<file path="config.mk">
export PLATFORM = sky130hd
export DESIGN_NAME = cpu_frontend
export DESIGN_NICKNAME = d
export VERILOG_FILES = /design/src/design/cpu_pkg.sv /design/src/design/inst_decoder.sv /design/src/design/branch_unit.sv /design/src/design/id_stage.sv /design/src/design/regfile.sv /design/src/design/pipeline_ctrl.sv /design/src/design/fetch_stage.sv /design/src/design/id_ex_reg.sv /design/src/design/cpu_frontend.sv
export VERILOG_INCLUDE_DIRS = /design/src /design/src/design
export SDC_FILE = /design/constraint.sdc
export NUM_CORES = 2
export LEC_CHECK = 0
export BUFFER_PORTS_ARGS = -buffer_cell sky130_fd_sc_hd__buf_2
export CAP_MARGIN = 20
export CORE_MARGIN = 5
export CORE_UTILIZATION = 30
export DETAILED_ROUTE_END_ITERATION = 8
export PLACE_DENSITY_LB_ADDON = 0.3
export SYNTH_ARGS = -nofsm -noshare
export SYNTH_HDL_FRONTEND = slang
export SYNTH_SLANG_ARGS = --single-unit
</file>
<file path="constraint.sdc">
create_clock -name clk_i -period 6.97 [get_ports clk_i]
set_clock_uncertainty 0.1 [all_clocks]
set_input_delay 0.3485 -clock clk_i [delete_from_list [all_inputs] [get_ports clk_i]]
set_output_delay 0.3485 -clock clk_i [all_outputs]
set_load 0.02 [all_outputs]
</file>
<file path="src/design/cpu_settings.svh">
`ifndef CPU_SETTINGS_SVH
`define CPU_SETTINGS_SVH

// datapath widths
`define WORD_W 32
`define REG_ADDR_W 5

// first fetch address after reset
`define PC_RESET_ADDR 32'h0000_0000

// r0 always reads as zero
`define REG_ZERO 5'd0

`define ZERO_WORD 32'h0000_0000

// the all-zero word decodes as a no-op
`define NOP_INST 32'h0000_0000

`endif

</file>
<file path="src/design/cpu_pkg.sv">
package cpu_pkg;

    typedef enum logic [3:0] {
        OP_NOP,
        OP_ADDU,
        OP_SUBU,
        OP_AND,
        OP_OR,
        OP_ADDIU,
        OP_ORI,
        OP_LUI,
        OP_LW,
        OP_SW,
        OP_BEQ,
        OP_BNE,
        OP_J
    } oper_e;

    // primary opcode field, bits 31:26
    typedef enum logic [5:0] {
        OPC_SPECIAL = 6'b000000,
        OPC_J       = 6'b000010,
        OPC_BEQ     = 6'b000100,
        OPC_BNE     = 6'b000101,
        OPC_ADDIU   = 6'b001001,
        OPC_ORI     = 6'b001101,
        OPC_LUI     = 6'b001111,
        OPC_LW      = 6'b100011,
        OPC_SW      = 6'b101011
    } opcode_e;

    // function field of SPECIAL instructions, bits 5:0
    typedef enum logic [5:0] {
        FN_ADDU = 6'b100001,
        FN_SUBU = 6'b100011,
        FN_AND  = 6'b100100,
        FN_OR   = 6'b100101
    } funct_e;

endpackage

</file>
<file path="src/design/inst_decoder.sv">
`timescale 1ns/10ps
`include "cpu_settings.svh"

module inst_decoder (
    input  logic [`WORD_W-1:0]     inst_i,
    output cpu_pkg::oper_e         oper_o,
    output logic                   reg1_read_o,
    output logic                   reg2_read_o,
    output logic                   wreg_write_o,
    output logic [`REG_ADDR_W-1:0] reg1_addr_o,
    output logic [`REG_ADDR_W-1:0] reg2_addr_o,
    output logic [`REG_ADDR_W-1:0] wreg_addr_o,
    output logic [`WORD_W-1:0]     imm_o
);
    import cpu_pkg::*;

    opcode_e                opcode;
    funct_e                 funct;
    logic [`REG_ADDR_W-1:0] rt;
    logic [`REG_ADDR_W-1:0] rd;
    logic [`WORD_W-1:0]     imm_sext;

    assign opcode   = opcode_e'(inst_i[31:26]);
    assign funct    = funct_e'(inst_i[5:0]);
    assign rt       = inst_i[20:16];
    assign rd       = inst_i[15:11];
    assign imm_sext = {{(`WORD_W-16){inst_i[15]}}, inst_i[15:0]};

    // source fields are passed through, the enables decide whether they count
    assign reg1_addr_o = inst_i[25:21];
    assign reg2_addr_o = rt;

    always_comb begin
        oper_o       = OP_NOP;
        reg1_read_o  = 1'b0;
        reg2_read_o  = 1'b0;
        wreg_write_o = 1'b0;
        wreg_addr_o  = `REG_ZERO;
        imm_o        = `ZERO_WORD;
        case (opcode)
            OPC_SPECIAL: begin
                reg1_read_o  = 1'b1;
                reg2_read_o  = 1'b1;
                wreg_write_o = 1'b1;
                wreg_addr_o  = rd;
                case (funct)
                    FN_ADDU: oper_o = OP_ADDU;
                    FN_SUBU: oper_o = OP_SUBU;
                    FN_AND:  oper_o = OP_AND;
                    FN_OR:   oper_o = OP_OR;
                    default: begin
                        // unknown function codes fall back to a no-op
                        reg1_read_o  = 1'b0;
                        reg2_read_o  = 1'b0;
                        wreg_write_o = 1'b0;
                        wreg_addr_o  = `REG_ZERO;
                    end
                endcase
            end
            OPC_ADDIU, OPC_ORI, OPC_LW: begin
                reg1_read_o  = 1'b1;
                wreg_write_o = 1'b1;
                wreg_addr_o  = rt;
                imm_o        = imm_sext;
                if (opcode == OPC_ORI) begin
                    oper_o = OP_ORI;
                    imm_o  = {{(`WORD_W-16){1'b0}}, inst_i[15:0]};
                end else if (opcode == OPC_LW) begin
                    oper_o = OP_LW;
                end else begin
                    oper_o = OP_ADDIU;
                end
            end
            OPC_LUI: begin
                oper_o       = OP_LUI;
                wreg_write_o = 1'b1;
                wreg_addr_o  = rt;
                imm_o        = {inst_i[15:0], {(`WORD_W-16){1'b0}}};
            end
            OPC_SW, OPC_BEQ, OPC_BNE: begin
                reg1_read_o = 1'b1;
                reg2_read_o = 1'b1;
                imm_o       = imm_sext;
                if (opcode == OPC_SW) begin
                    oper_o = OP_SW;
                end else if (opcode == OPC_BEQ) begin
                    oper_o = OP_BEQ;
                end else begin
                    oper_o = OP_BNE;
                end
            end
            OPC_J: begin
                oper_o = OP_J;
                imm_o  = {{(`WORD_W-26){1'b0}}, inst_i[25:0]};
            end
            default: ;
        endcase
    end

endmodule

</file>
<file path="src/design/branch_unit.sv">
`timescale 1ns/10ps
`include "cpu_settings.svh"

module branch_unit (
    input  cpu_pkg::oper_e     oper_i,
    input  logic [`WORD_W-1:0] pc_i,
    input  logic [`WORD_W-1:0] reg1_i,
    input  logic [`WORD_W-1:0] reg2_i,
    input  logic [`WORD_W-1:0] imm_i,
    output logic               branch_flag_o,
    output logic [`WORD_W-1:0] branch_target_o
);
    import cpu_pkg::*;

    logic [`WORD_W-1:0] pc_plus4;

    // targets are relative to the delay slot address
    assign pc_plus4 = pc_i + `WORD_W'(4);

    always_comb begin
        branch_flag_o   = 1'b0;
        branch_target_o = pc_plus4 + {imm_i[`WORD_W-3:0], 2'b00};
        case (oper_i)
            OP_BEQ: branch_flag_o = (reg1_i == reg2_i);
            OP_BNE: branch_flag_o = (reg1_i != reg2_i);
            OP_J: begin
                branch_flag_o   = 1'b1;
                branch_target_o = {pc_plus4[`WORD_W-1:28], imm_i[25:0], 2'b00};
            end
            default: ;
        endcase
    end

endmodule

</file>
<file path="src/design/id_stage.sv">
`timescale 1ns/10ps
`include "cpu_settings.svh"

module id_stage (
    input  logic [`WORD_W-1:0]     pc_i,
    input  logic [`WORD_W-1:0]     inst_i,
    input  logic [`WORD_W-1:0]     reg1_data_i,
    input  logic [`WORD_W-1:0]     reg2_data_i,
    input  cpu_pkg::oper_e         ex_oper_i,
    input  logic                   ex_wreg_write_i,
    input  logic [`REG_ADDR_W-1:0] ex_wreg_addr_i,
    input  logic [`WORD_W-1:0]     ex_wreg_data_i,
    input  logic                   mem_wreg_write_i,
    input  logic [`REG_ADDR_W-1:0] mem_wreg_addr_i,
    input  logic [`WORD_W-1:0]     mem_wreg_data_i,
    output logic [`REG_ADDR_W-1:0] reg1_addr_o,
    output logic [`REG_ADDR_W-1:0] reg2_addr_o,
    output cpu_pkg::oper_e         oper_o,
    output logic [`WORD_W-1:0]     reg1_o,
    output logic [`WORD_W-1:0]     reg2_o,
    output logic                   wreg_write_o,
    output logic [`REG_ADDR_W-1:0] wreg_addr_o,
    output logic                   next_in_delayslot_o,
    output logic                   branch_flag_o,
    output logic [`WORD_W-1:0]     branch_target_o,
    output logic                   stallreq_o
);
    import cpu_pkg::*;

    logic               reg1_read;
    logic               reg2_read;
    logic [`WORD_W-1:0] imm;
    logic [`WORD_W-1:0] reg1_fwd;
    logic [`WORD_W-1:0] reg2_fwd;

    inst_decoder u_decoder (
        .inst_i       (inst_i),
        .oper_o       (oper_o),
        .reg1_read_o  (reg1_read),
        .reg2_read_o  (reg2_read),
        .wreg_write_o (wreg_write_o),
        .reg1_addr_o  (reg1_addr_o),
        .reg2_addr_o  (reg2_addr_o),
        .wreg_addr_o  (wreg_addr_o),
        .imm_o        (imm)
    );

    // ======================================================================
    // operand forwarding
    // ======================================================================

    // EX wins over MEM, MEM wins over the register file
    function automatic logic [`WORD_W-1:0] pick_operand(
        input logic                   rd_en,
        input logic [`REG_ADDR_W-1:0] addr,
        input logic [`WORD_W-1:0]     rf_data
    );
        logic [`WORD_W-1:0] val;
        if (!rd_en) begin
            val = imm;
        end else if (ex_wreg_write_i && ex_wreg_addr_i == addr) begin
            val = (addr == `REG_ZERO) ? `ZERO_WORD : ex_wreg_data_i;
        end else if (mem_wreg_write_i && mem_wreg_addr_i == addr) begin
            val = (addr == `REG_ZERO) ? `ZERO_WORD : mem_wreg_data_i;
        end else begin
            val = rf_data;
        end
        return val;
    endfunction

    always_comb begin
        reg1_fwd = pick_operand(reg1_read, reg1_addr_o, reg1_data_i);
        reg2_fwd = pick_operand(reg2_read, reg2_addr_o, reg2_data_i);
    end

    // a store hands the finished address to execute
    assign reg1_o = (oper_o == OP_SW) ? reg1_fwd + imm : reg1_fwd;
    assign reg2_o = reg2_fwd;

    branch_unit u_branch (
        .oper_i          (oper_o),
        .pc_i            (pc_i),
        .reg1_i          (reg1_fwd),
        .reg2_i          (reg2_fwd),
        .imm_i           (imm),
        .branch_flag_o   (branch_flag_o),
        .branch_target_o (branch_target_o)
    );

    assign next_in_delayslot_o = (oper_o == OP_BEQ) || (oper_o == OP_BNE) || (oper_o == OP_J);

    // load data is not ready until MEM, so a dependent instruction waits a cycle
    assign stallreq_o = (ex_oper_i == OP_LW) &&
                        ((reg1_read && ex_wreg_addr_i == reg1_addr_o) ||
                         (reg2_read && ex_wreg_addr_i == reg2_addr_o));

endmodule

</file>
<file path="src/design/regfile.sv">
`timescale 1ns/10ps
`include "cpu_settings.svh"

module regfile (
    input  logic                   clk_i,
    input  logic                   rst_n_i,
    input  logic [`REG_ADDR_W-1:0] raddr1_i,
    input  logic [`REG_ADDR_W-1:0] raddr2_i,
    input  logic                   we_i,
    input  logic [`REG_ADDR_W-1:0] waddr_i,
    input  logic [`WORD_W-1:0]     wdata_i,
    output logic [`WORD_W-1:0]     rdata1_o,
    output logic [`WORD_W-1:0]     rdata2_o
);

    logic [`WORD_W-1:0] regs [2**`REG_ADDR_W];

    always_ff @(posedge clk_i or negedge rst_n_i) begin
        if (!rst_n_i) begin
            for (int i = 0; i < 2**`REG_ADDR_W; i++) begin
                regs[i] <= `ZERO_WORD;
            end
        end else if (we_i && waddr_i != `REG_ZERO) begin
            regs[waddr_i] <= wdata_i;
        end
    end

    // write-through so decode sees a value written back in the same cycle
    assign rdata1_o = (raddr1_i == `REG_ZERO) ? `ZERO_WORD :
                      (we_i && waddr_i == raddr1_i) ? wdata_i : regs[raddr1_i];
    assign rdata2_o = (raddr2_i == `REG_ZERO) ? `ZERO_WORD :
                      (we_i && waddr_i == raddr2_i) ? wdata_i : regs[raddr2_i];

endmodule

</file>
<file path="src/design/pipeline_ctrl.sv">
`timescale 1ns/10ps
`include "cpu_settings.svh"

module pipeline_ctrl (
    input  logic clk_i,
    input  logic rst_n_i,
    input  logic stallreq_i,
    input  logic next_in_delayslot_i,
    output logic hold_o,
    output logic bubble_o,
    output logic in_delayslot_o
);

    // a load-use stall freezes fetch and decode and sends a NOP to execute
    assign hold_o   = stallreq_i;
    assign bubble_o = stallreq_i;

    // the instruction decoded after a branch is its delay slot
    always_ff @(posedge clk_i or negedge rst_n_i) begin
        if (!rst_n_i) begin
            in_delayslot_o <= 1'b0;
        end else if (!hold_o) begin
            in_delayslot_o <= next_in_delayslot_i;
        end
    end

endmodule

</file>
<file path="src/design/fetch_stage.sv">
`timescale 1ns/10ps
`include "cpu_settings.svh"

module fetch_stage (
    input  logic               clk_i,
    input  logic               rst_n_i,
    input  logic               hold_i,
    input  logic               branch_flag_i,
    input  logic [`WORD_W-1:0] branch_target_i,
    input  logic [`WORD_W-1:0] inst_i,
    output logic [`WORD_W-1:0] pc_o,
    output logic [`WORD_W-1:0] id_pc_o,
    output logic [`WORD_W-1:0] id_inst_o
);

    logic [`WORD_W-1:0] next_pc;

    // hold wins, since a stalled branch may still see stale operands
    always_comb begin
        if (hold_i) begin
            next_pc = pc_o;
        end else if (branch_flag_i) begin
            next_pc = branch_target_i;
        end else begin
            next_pc = pc_o + `WORD_W'(4);
        end
    end

    always_ff @(posedge clk_i or negedge rst_n_i) begin
        if (!rst_n_i) begin
            pc_o <= `PC_RESET_ADDR;
        end else begin
            pc_o <= next_pc;
        end
    end

    // ======================================================================
    // IF/ID register
    // ======================================================================

    always_ff @(posedge clk_i or negedge rst_n_i) begin
        if (!rst_n_i) begin
            id_pc_o   <= `PC_RESET_ADDR;
            id_inst_o <= `NOP_INST;
        end else if (!hold_i) begin
            id_pc_o   <= pc_o;
            id_inst_o <= inst_i;
        end
    end

endmodule

</file>
<file path="src/design/id_ex_reg.sv">
`timescale 1ns/10ps
`include "cpu_settings.svh"

module id_ex_reg (
    input  logic                   clk_i,
    input  logic                   rst_n_i,
    input  logic                   bubble_i,
    input  cpu_pkg::oper_e         oper_i,
    input  logic [`WORD_W-1:0]     reg1_i,
    input  logic [`WORD_W-1:0]     reg2_i,
    input  logic                   wreg_write_i,
    input  logic [`REG_ADDR_W-1:0] wreg_addr_i,
    input  logic                   in_delayslot_i,
    output cpu_pkg::oper_e         ex_oper_o,
    output logic [`WORD_W-1:0]     ex_reg1_o,
    output logic [`WORD_W-1:0]     ex_reg2_o,
    output logic                   ex_wreg_write_o,
    output logic [`REG_ADDR_W-1:0] ex_wreg_addr_o,
    output logic                   ex_in_delayslot_o
);
    import cpu_pkg::*;

    always_ff @(posedge clk_i or negedge rst_n_i) begin
        if (!rst_n_i) begin
            ex_oper_o         <= OP_NOP;
            ex_wreg_write_o   <= 1'b0;
            ex_wreg_addr_o    <= `REG_ZERO;
            ex_in_delayslot_o <= 1'b0;
        end else if (bubble_i) begin
            ex_oper_o         <= OP_NOP;
            ex_wreg_write_o   <= 1'b0;
            ex_wreg_addr_o    <= `REG_ZERO;
            ex_in_delayslot_o <= 1'b0;
        end else begin
            ex_oper_o         <= oper_i;
            ex_wreg_write_o   <= wreg_write_i;
            ex_wreg_addr_o    <= wreg_addr_i;
            ex_in_delayslot_o <= in_delayslot_i;
        end
    end

    // operands are payload and follow decode every cycle
    always_ff @(posedge clk_i) begin
        ex_reg1_o <= bubble_i ? `ZERO_WORD : reg1_i;
        ex_reg2_o <= bubble_i ? `ZERO_WORD : reg2_i;
    end

endmodule

</file>
<file path="src/design/cpu_frontend.sv">
`timescale 1ns/10ps
`include "cpu_settings.svh"

module cpu_frontend (
    input  logic                   clk_i,
    input  logic                   rst_n_i,
    input  logic [`WORD_W-1:0]     inst_i,
    input  logic [`WORD_W-1:0]     ex_result_i,
    input  logic                   mem_wreg_write_i,
    input  logic [`REG_ADDR_W-1:0] mem_wreg_addr_i,
    input  logic [`WORD_W-1:0]     mem_wreg_data_i,
    input  logic                   wb_write_i,
    input  logic [`REG_ADDR_W-1:0] wb_addr_i,
    input  logic [`WORD_W-1:0]     wb_data_i,
    output logic [`WORD_W-1:0]     inst_addr_o,
    output cpu_pkg::oper_e         ex_oper_o,
    output logic [`WORD_W-1:0]     ex_reg1_o,
    output logic [`WORD_W-1:0]     ex_reg2_o,
    output logic                   ex_wreg_write_o,
    output logic [`REG_ADDR_W-1:0] ex_wreg_addr_o,
    output logic                   ex_in_delayslot_o,
    output logic                   stall_o
);
    import cpu_pkg::*;

    logic [`WORD_W-1:0]     if_pc;
    logic [`WORD_W-1:0]     if_inst;
    logic [`REG_ADDR_W-1:0] reg1_addr;
    logic [`REG_ADDR_W-1:0] reg2_addr;
    logic [`WORD_W-1:0]     reg1_data;
    logic [`WORD_W-1:0]     reg2_data;
    oper_e                  id_oper;
    logic [`WORD_W-1:0]     id_reg1;
    logic [`WORD_W-1:0]     id_reg2;
    logic                   id_wreg_write;
    logic [`REG_ADDR_W-1:0] id_wreg_addr;
    logic                   next_in_delayslot;
    logic                   in_delayslot;
    logic                   branch_flag;
    logic [`WORD_W-1:0]     branch_target;
    logic                   stallreq;
    logic                   hold;
    logic                   bubble;

    assign stall_o = hold;

    fetch_stage u_fetch (
        .clk_i           (clk_i),
        .rst_n_i         (rst_n_i),
        .hold_i          (hold),
        .branch_flag_i   (branch_flag),
        .branch_target_i (branch_target),
        .inst_i          (inst_i),
        .pc_o            (inst_addr_o),
        .id_pc_o         (if_pc),
        .id_inst_o       (if_inst)
    );

    regfile u_regfile (
        .clk_i    (clk_i),
        .rst_n_i  (rst_n_i),
        .raddr1_i (reg1_addr),
        .raddr2_i (reg2_addr),
        .we_i     (wb_write_i),
        .waddr_i  (wb_addr_i),
        .wdata_i  (wb_data_i),
        .rdata1_o (reg1_data),
        .rdata2_o (reg2_data)
    );

    id_stage u_id (
        .pc_i                (if_pc),
        .inst_i              (if_inst),
        .reg1_data_i         (reg1_data),
        .reg2_data_i         (reg2_data),
        .ex_oper_i           (ex_oper_o),
        .ex_wreg_write_i     (ex_wreg_write_o),
        .ex_wreg_addr_i      (ex_wreg_addr_o),
        .ex_wreg_data_i      (ex_result_i),
        .mem_wreg_write_i    (mem_wreg_write_i),
        .mem_wreg_addr_i     (mem_wreg_addr_i),
        .mem_wreg_data_i     (mem_wreg_data_i),
        .reg1_addr_o         (reg1_addr),
        .reg2_addr_o         (reg2_addr),
        .oper_o              (id_oper),
        .reg1_o              (id_reg1),
        .reg2_o              (id_reg2),
        .wreg_write_o        (id_wreg_write),
        .wreg_addr_o         (id_wreg_addr),
        .next_in_delayslot_o (next_in_delayslot),
        .branch_flag_o       (branch_flag),
        .branch_target_o     (branch_target),
        .stallreq_o          (stallreq)
    );

    pipeline_ctrl u_ctrl (
        .clk_i               (clk_i),
        .rst_n_i             (rst_n_i),
        .stallreq_i          (stallreq),
        .next_in_delayslot_i (next_in_delayslot),
        .hold_o              (hold),
        .bubble_o            (bubble),
        .in_delayslot_o      (in_delayslot)
    );

    id_ex_reg u_id_ex (
        .clk_i             (clk_i),
        .rst_n_i           (rst_n_i),
        .bubble_i          (bubble),
        .oper_i            (id_oper),
        .reg1_i            (id_reg1),
        .reg2_i            (id_reg2),
        .wreg_write_i      (id_wreg_write),
        .wreg_addr_i       (id_wreg_addr),
        .in_delayslot_i    (in_delayslot),
        .ex_oper_o         (ex_oper_o),
        .ex_reg1_o         (ex_reg1_o),
        .ex_reg2_o         (ex_reg2_o),
        .ex_wreg_write_o   (ex_wreg_write_o),
        .ex_wreg_addr_o    (ex_wreg_addr_o),
        .ex_in_delayslot_o (ex_in_delayslot_o)
    );

endmodule

</file>
# Word level (Yosys, flattened, before mapping)
# Cells that the tools add are included.
word_totals:
  reg_bits: 1196
  inputBits: 142
  elab_cells: 146
op_classes:
  add_sub_neg: 4
  order_cmp: 4
  eq_ne: 25
  mux: 45
  n_bitwise: 3
  reduce_logical: 23
op_table:
  columns: ["op", "count"]
  rows:
  - ["$bwmux W1024", 1]
  - ["$mux W32", 23]
  - ["$bmux W32 S5", 2]
  - ["$demux W32 S5", 1]
  - ["$pmux W32 S4", 1]
  - ["$add A32 B3 Y32 const B", 2]
  - ["$add A32 B32 Y32", 2]
  - ["$eq A6 B6 Y1 const B", 6]
  - ["$eq A32 B32 Y1", 1]
  - ["$ne A32 B32 Y1", 1]
  - ["$eq A5 B5 Y1", 6]
  - ["$eq A4 B4 Y1 const B", 5]
  - ["$pmux W4 S5", 1]
  - ["$eq A6 B4 Y1 const B", 3]
  - ["$ge A6 B6 Y1 const B", 3]
  - ["$not A5 Y6", 3]
  - ["$eq A6 B3 Y1 const B", 2]
  - ["$mux W4", 3]
  - ["$pmux W3 S4", 1]
  - ["$logic_and A1 B1 Y1", 11]
  - ["$logic_not A5 Y1", 2]
  - ["$mux W5", 2]
  - ["$pmux W5 S2", 1]
  - ["$reduce_or A4 Y1", 2]
  - ["other kinds (11)", 19]

# Longest topological paths before layout
logic_depth:
  ltp_word: 12
  ltp_mapped: 28
  depth_no_buf: 22

# Hierarchy
# From an unflattened synthesis, not the netlist that was laid out.
hier_totals:
  cells_unflattened: 5368
  hier_area_um2: 69031.2
by_module_without_submodules:
  columns: ["module", "n_inst", "cells_each", "area_each_um2", "seq_area_each_um2"]
  rows:
  - ["regfile", 1, 3673, 54544.8, 25624.6]
  - ["fetch_stage", 1, 378, 4396.7, 2402.3]
  - ["id_stage", 1, 614, 4241.6, 0.0]
  - ["branch_unit", 1, 428, 2811.4, 0.0]
  - ["id_ex_reg", 1, 158, 2103.3, 1556.5]
  - ["inst_decoder", 1, 113, 878.3, 0.0]
  - ["pipeline_ctrl", 1, 4, 55.1, 25.0]

# Worst setup path after synthesis
# No wires, ideal clock.
synth_timing:
  path_type: "flip-flop to flip-flop"
  from: "register u_fetch.id_inst_o[21]"
  to: "register u_id_ex.ex_reg1_o[20]"
  setup_ps: 119
  t_arrival_ps: 5663
  slack_ps: 1088
  path_stages_with_launch: 25
  n_path_buf: 5
  period_less_slack_ps: 5882
  path_cell_list: "dfrtp_1 -> buf_6 -> buf_6 -> buf_6 -> buf_6 -> buf_4 -> mux4_2 -> mux4_2 -> o2111ai_1 -> a21oi_1 -> a21o_1 -> ha_1 -> fa_1 -> a21o_1 -> a21oi_1 -> o21ai_1 -> a211oi_1 -> a211oi_1 -> a21oi_1 -> o21ai_1 -> a211o_1 -> a31o_2 -> a21oi_1 -> mux2i_1 -> nor2_1"
synth_via:
  elab_chain_cells: 11
synth_lines:
  columns: ["item", "line", "source"]
  rows:
  - ["from (decl)", "fetch_stage.sv:13", "output logic [`WORD_W-1:0] id_inst_o"]
  - ["from (signal assigned)", "fetch_stage.sv:44", "id_inst_o <= `NOP_INST;"]
  - ["from (signal assigned)", "fetch_stage.sv:47", "id_inst_o <= inst_i;"]
  - ["$not A5 Y6 (implied by the code)", "regfile.sv:30", "(we_i && waddr_i == raddr1_i) ? wdata_i : regs[raddr1_i];"]
  - ["$bmux W32 S5", "regfile.sv:30", null]
  - ["$mux W32 (implied by the code) (2 in a row)", "regfile.sv:30", null]
  - ["$mux W32", "regfile.sv:30", null]
  - ["$mux W32", "regfile.sv:29", "assign rdata1_o = (raddr1_i == `REG_ZERO) ? `ZERO_WORD :"]
  - ["$mux W32", "id_stage.sv:63", "end else if (mem_wreg_write_i && mem_wreg_addr_i == addr) begin"]
  - ["$mux W32", "id_stage.sv:61", "end else if (ex_wreg_write_i && ex_wreg_addr_i == addr) begin"]
  - ["$mux W32", "id_stage.sv:59", "if (!rd_en) begin"]
  - ["$add A32 B32 Y32", "id_stage.sv:77", "assign reg1_o = (oper_o == OP_SW) ? reg1_fwd + imm : reg1_fwd;"]
  - ["$mux W32", "id_stage.sv:77", null]
  - ["to (signal assigned)", "id_ex_reg.sv:44", "ex_reg1_o <= bubble_i ? `ZERO_WORD : reg1_i;"]
  - ["to (decl)", "id_ex_reg.sv:15", "output logic [`WORD_W-1:0] ex_reg1_o,"]
# Several ways; a longest one is shown, not always the timed one. The select of a mux whose other input is x is not followed.
# A chain may end at the register's enable or synchronous reset.

# Worst setup path in the final report
layout_timing:
  from: "register u_fetch.id_inst_o[21]"
  to: "register u_id_ex.ex_reg1_o[31]"
# Same word-level chain as after synthesis.

==> flow_metrics.tcl <==
set metrics [dict create \
    outcome "finished clean" \
    place_hpwl_um 182000 \
    yosysTopAreaCell "dfrtp_1" \
    syn_area_um2 68700 \
    arrival_ns 7.07 \
    grt_util_all_layers_pct 22.6 \
    hold_ws_ns 0.0520 \
    critPathCaptureType "register" \
    synth_top_flop_cell "dfrtp_1" \
    sw_frac_of_total_pct 29.9 \
    critical_path_class "register to register" \
    io_buffer_count 249 \
    postRouteAntennaNets 0 \
    grt_start_max_net_pins 147 \
    grt_setup_unrepaired "no" \
    setup_tns_ns 0 \
    post_drt_wl_per_cell_um 31.3 \
    slowest_delay_ns 0.57 \
    rows 175 \
    power_leakage_uw 0.0340 \
    hold_viol 0 \
    cell_internal_pwr_uw 15400 \
    first_iter_violations 5167 \
    synth_cell_types 105 \
    total_power_uw 22000 \
    cp_num_buf_inv 2 \
    p_sw_uw 6590 \
    crit_family "compound AO/OA/AOI/OAI gates" \
    slowest_stage "dfrtp_4" \
    period_needed_ns 6.51 \
    synth_most_common_cell "dfrtp_1" \
    combPwrFrac_pct 23.1 \
    synth_area_leaders "dfrtp_1, mux4_2, mux2_2" \
    final_cell_area_um2 78900 \
    cts_tree "yes" \
    drive_gt1_share_pct 40.0 \
    vias 51300 \
    synth_common_cells "dfrtp_1, mux2_2, mux4_2" \
    wl_um 275000 \
    synth-simple-area-share_pct 7.24 \
    path_clk_slew_ns 0.06 \
    seq_area_frac_synth_pct 43.1 \
    vdd.ir_drop.worst_v 0.000250 \
    synth_edf_count 0 \
    synth-xor-area-share_pct 1.57 \
    period_share_pct 93.3 \
    syn_to_final_growth_pct 14.9 \
    p_per_area_nw_per_um2 279 \
    worstPathRequired_ns 7.53 \
    cts-root-buf "clkbuf_16" \
    final-setup-viol-count 0 \
    maxSlewViolCount 0 \
    grt_pass1_vias 51400 \
    n_fill_cell 22200 \
    pwr-share-clk_pct 34.5 \
    synth.top_cell.area_share_pct 41.3 \
    syn_inst 5465 \
    ctsLongestPathBuffers 3 \
    synth_nets 5659 \
    async_flop_share_pct 94.6 \
    die_x_um 488 \
    clkLatencyLatePin_ns 0.81 \
    synth_top_family_by_area "multiplexers" \
    die_area_um2 239000 \
    ys_ff_latch 1196 \
    antenna_found_initial 39 \
    htreeDepth 4 \
    min_path_type "primary input to asynchronous set/reset pin" \
    worst-slew-pin-transition_ns 1.21 \
    globalRoute.totalOverflow 0 \
    timing.critical_path.cells "buf_4 -> mux4_2 -> mux4_2 -> mux2_2 -> a211o_1 -> o2111ai_1 -> o31ai_1 -> ha_1 -> a21o_1 -> a21oi_1 -> nor2b_1 -> nor2_1 -> o41ai_1 -> a31oi_1 -> a21o_1 -> a21oi_1 -> a31oi_1 -> o211ai_1 -> a31oi_1 -> o21ai_0 -> buf_4 -> xnor2_1 -> a21oi_1" \
    synthMuxAreaShare_pct 35.4 \
    die_h_um 488 \
    clock-sinks 1196 \
    dr.pass1.iters 9 \
    core_um2 227000 \
    design.final.nets 5827 \
    synth_area_per_cell_um2 12.6 \
    grt_first_pass_wirelength_um 392000 \
    via_per_inst 5.86 \
    relSlewSlack_pct 18.5 \
    numCtsBuffers 139 \
    drc 0 \
    postPlaceCellArea_um2 73700 \
    synth_compound_area_share_pct 7.77 \
    worst_setup_path_start_kind "register" \
    synthAdderAreaFrac_pct 1.06 \
    cp_max_fo 15 \
    num_io_pins 250 \
    initial_utilization_pct 30.2 \
    drv_cap 0 \
    ys_warn_count 0 \
    pwr-share-seq_pct 42.3 \
    place.gp.congestion 1.01 \
    fmax_mhz 154 \
]
-- power by group through the flow --
stage / Combinational [µW] / Sequential [µW] / Clock (µW)
final: 5090 / 9310 / 7600
after CTS: 5060 / 9270 / 7750
after floorplan: 3500 / 9100 / 0
after detailed placement: 5030 / 9380 / 0
after global placement: 4950 / 9310 / 0
after global routing: 5440 / 9470 / 8000
-- placed cells by master, fill, tap and decap left out, drive strengths merged, types with 24 or more instances in the layout --
cell type    instances
a31oi               24
xnor2               78
o22ai               51
o211ai              26
o21ai              235
mux2i              149
ha                  50
mux2               952
nor3                60
nand2              475
xor2                45
inv                 66
dfxtp               64
dfrtp             1132
a22oi               46
a21oi              119
nor2b               26
and2                45
buf                494
nand4               28
and3                35
clkbuf             196
mux4               537
a221oi              27
dlygate4sd3         43
nor2               222
nand3               85
a211oi              61
-- worst paths after layout --
| path | startpoint | endpoint | slack (ns) | cells after the start |
|---|---|---|---|---|
| max | u_fetch.id_inst_o[21]$_DFFE_PN0N_ | u_id_ex.ex_reg1_o[31]$_SDFF_PP0_ | 0.46 | 23 |
| min | rst_n_i | u_regfile.regs[453]$_DFFE_PN0P_ | 0.05 | 2 |
| max reg2reg | u_fetch.id_inst_o[21]$_DFFE_PN0N_ | u_id_ex.ex_reg1_o[31]$_SDFF_PP0_ | 0.46 | 23 |
| min reg2reg | u_regfile.regs[1011]$_DFFE_PN0P_ | u_regfile.regs[1011]$_DFFE_PN0P_ | 0.29 | 0 |
| max in group asynchronous | rst_n_i | u_regfile.regs[821]$_DFFE_PN0P_ | 4.82 | 4 |
| min in group clk_i | ex_result_i[17] | u_id_ex.ex_reg1_o[17]$_SDFF_PP0_ | 0.09 | 5 |
-- per-stage QoR --
| step | worst slack, ns | std cells | utilization (%) |
|---|---|---|---|
| 2_1_floorplan | 1.09 | 5465 | - |
| 3_3_place_gp | 0.652 | 8454 | 32.4 |
| 3_5_place_dp | 0.615 | 8458 | 32.4 |
| 4_1_cts | 0.567 | 8742 | 34.7 |
| 5_1_grt | 0.116 | 8745 | 34.7 |
| 6_report | 0.464 | 8761 | 34.7 |
-- sequential cells by signal, summed over array words and instances (netlist names), 4 cells and up --
register                cells
u_fetch.pc_o               32
u_id_ex.ex_oper_o           4
u_id_ex.ex_wreg_addr_o      5
u_id_ex.ex_reg2_o          32
u_regfile.regs           1024
u_id_ex.ex_reg1_o          32
u_fetch.id_pc_o            32
u_fetch.id_inst_o          32
-- metal layers --
metal | wire length, µm | vias up | GRT usage [%]
li1 | - | 21000 | -
met5 | 65 | - | 0
met4 | 16700 | 10 | 11.7
met1 | 113000 | 27200 | 30.2
met2 | 122000 | 2492 | 34.7
met3 | 22800 | 606 | 4.71
-- final cells by class --
type                            instances  area, µm²  share of cell area [%]
Multi-Input combinational cell       3700      36700                    46.5
Sequential cell                      1196      29600                    37.6
Clock buffer                          196       4050                    5.13
Timing Repair Buffer                  537       3870                    4.90
Tap cell                             3009       3760                    4.77
Clock inverter                         45        633                   0.802
Inverter                               59        221                   0.281
Antenna cell                           19       47.5                  0.0603
-- cell families after synthesis --
group / after synthesis
mux: 1638
flops: 1196
simple gates: 1084
compound gates: 797
buf+inv: 569
xor+xnor: 123
fa+ha+maj: 58
-- what timing repair did --
| action | in CTS | in global routing |
|---|---|---|
| resized for setup | 0 | 0 |
| endpoints found under the setup margin | 0 | 0 |
| hold buffers | 43 | 0 |
| hold endpoints to repair | 165 | 0 |
| buffers inserted | 0 | 0 |
Note: power is estimated with default switching activity, not from simulation.
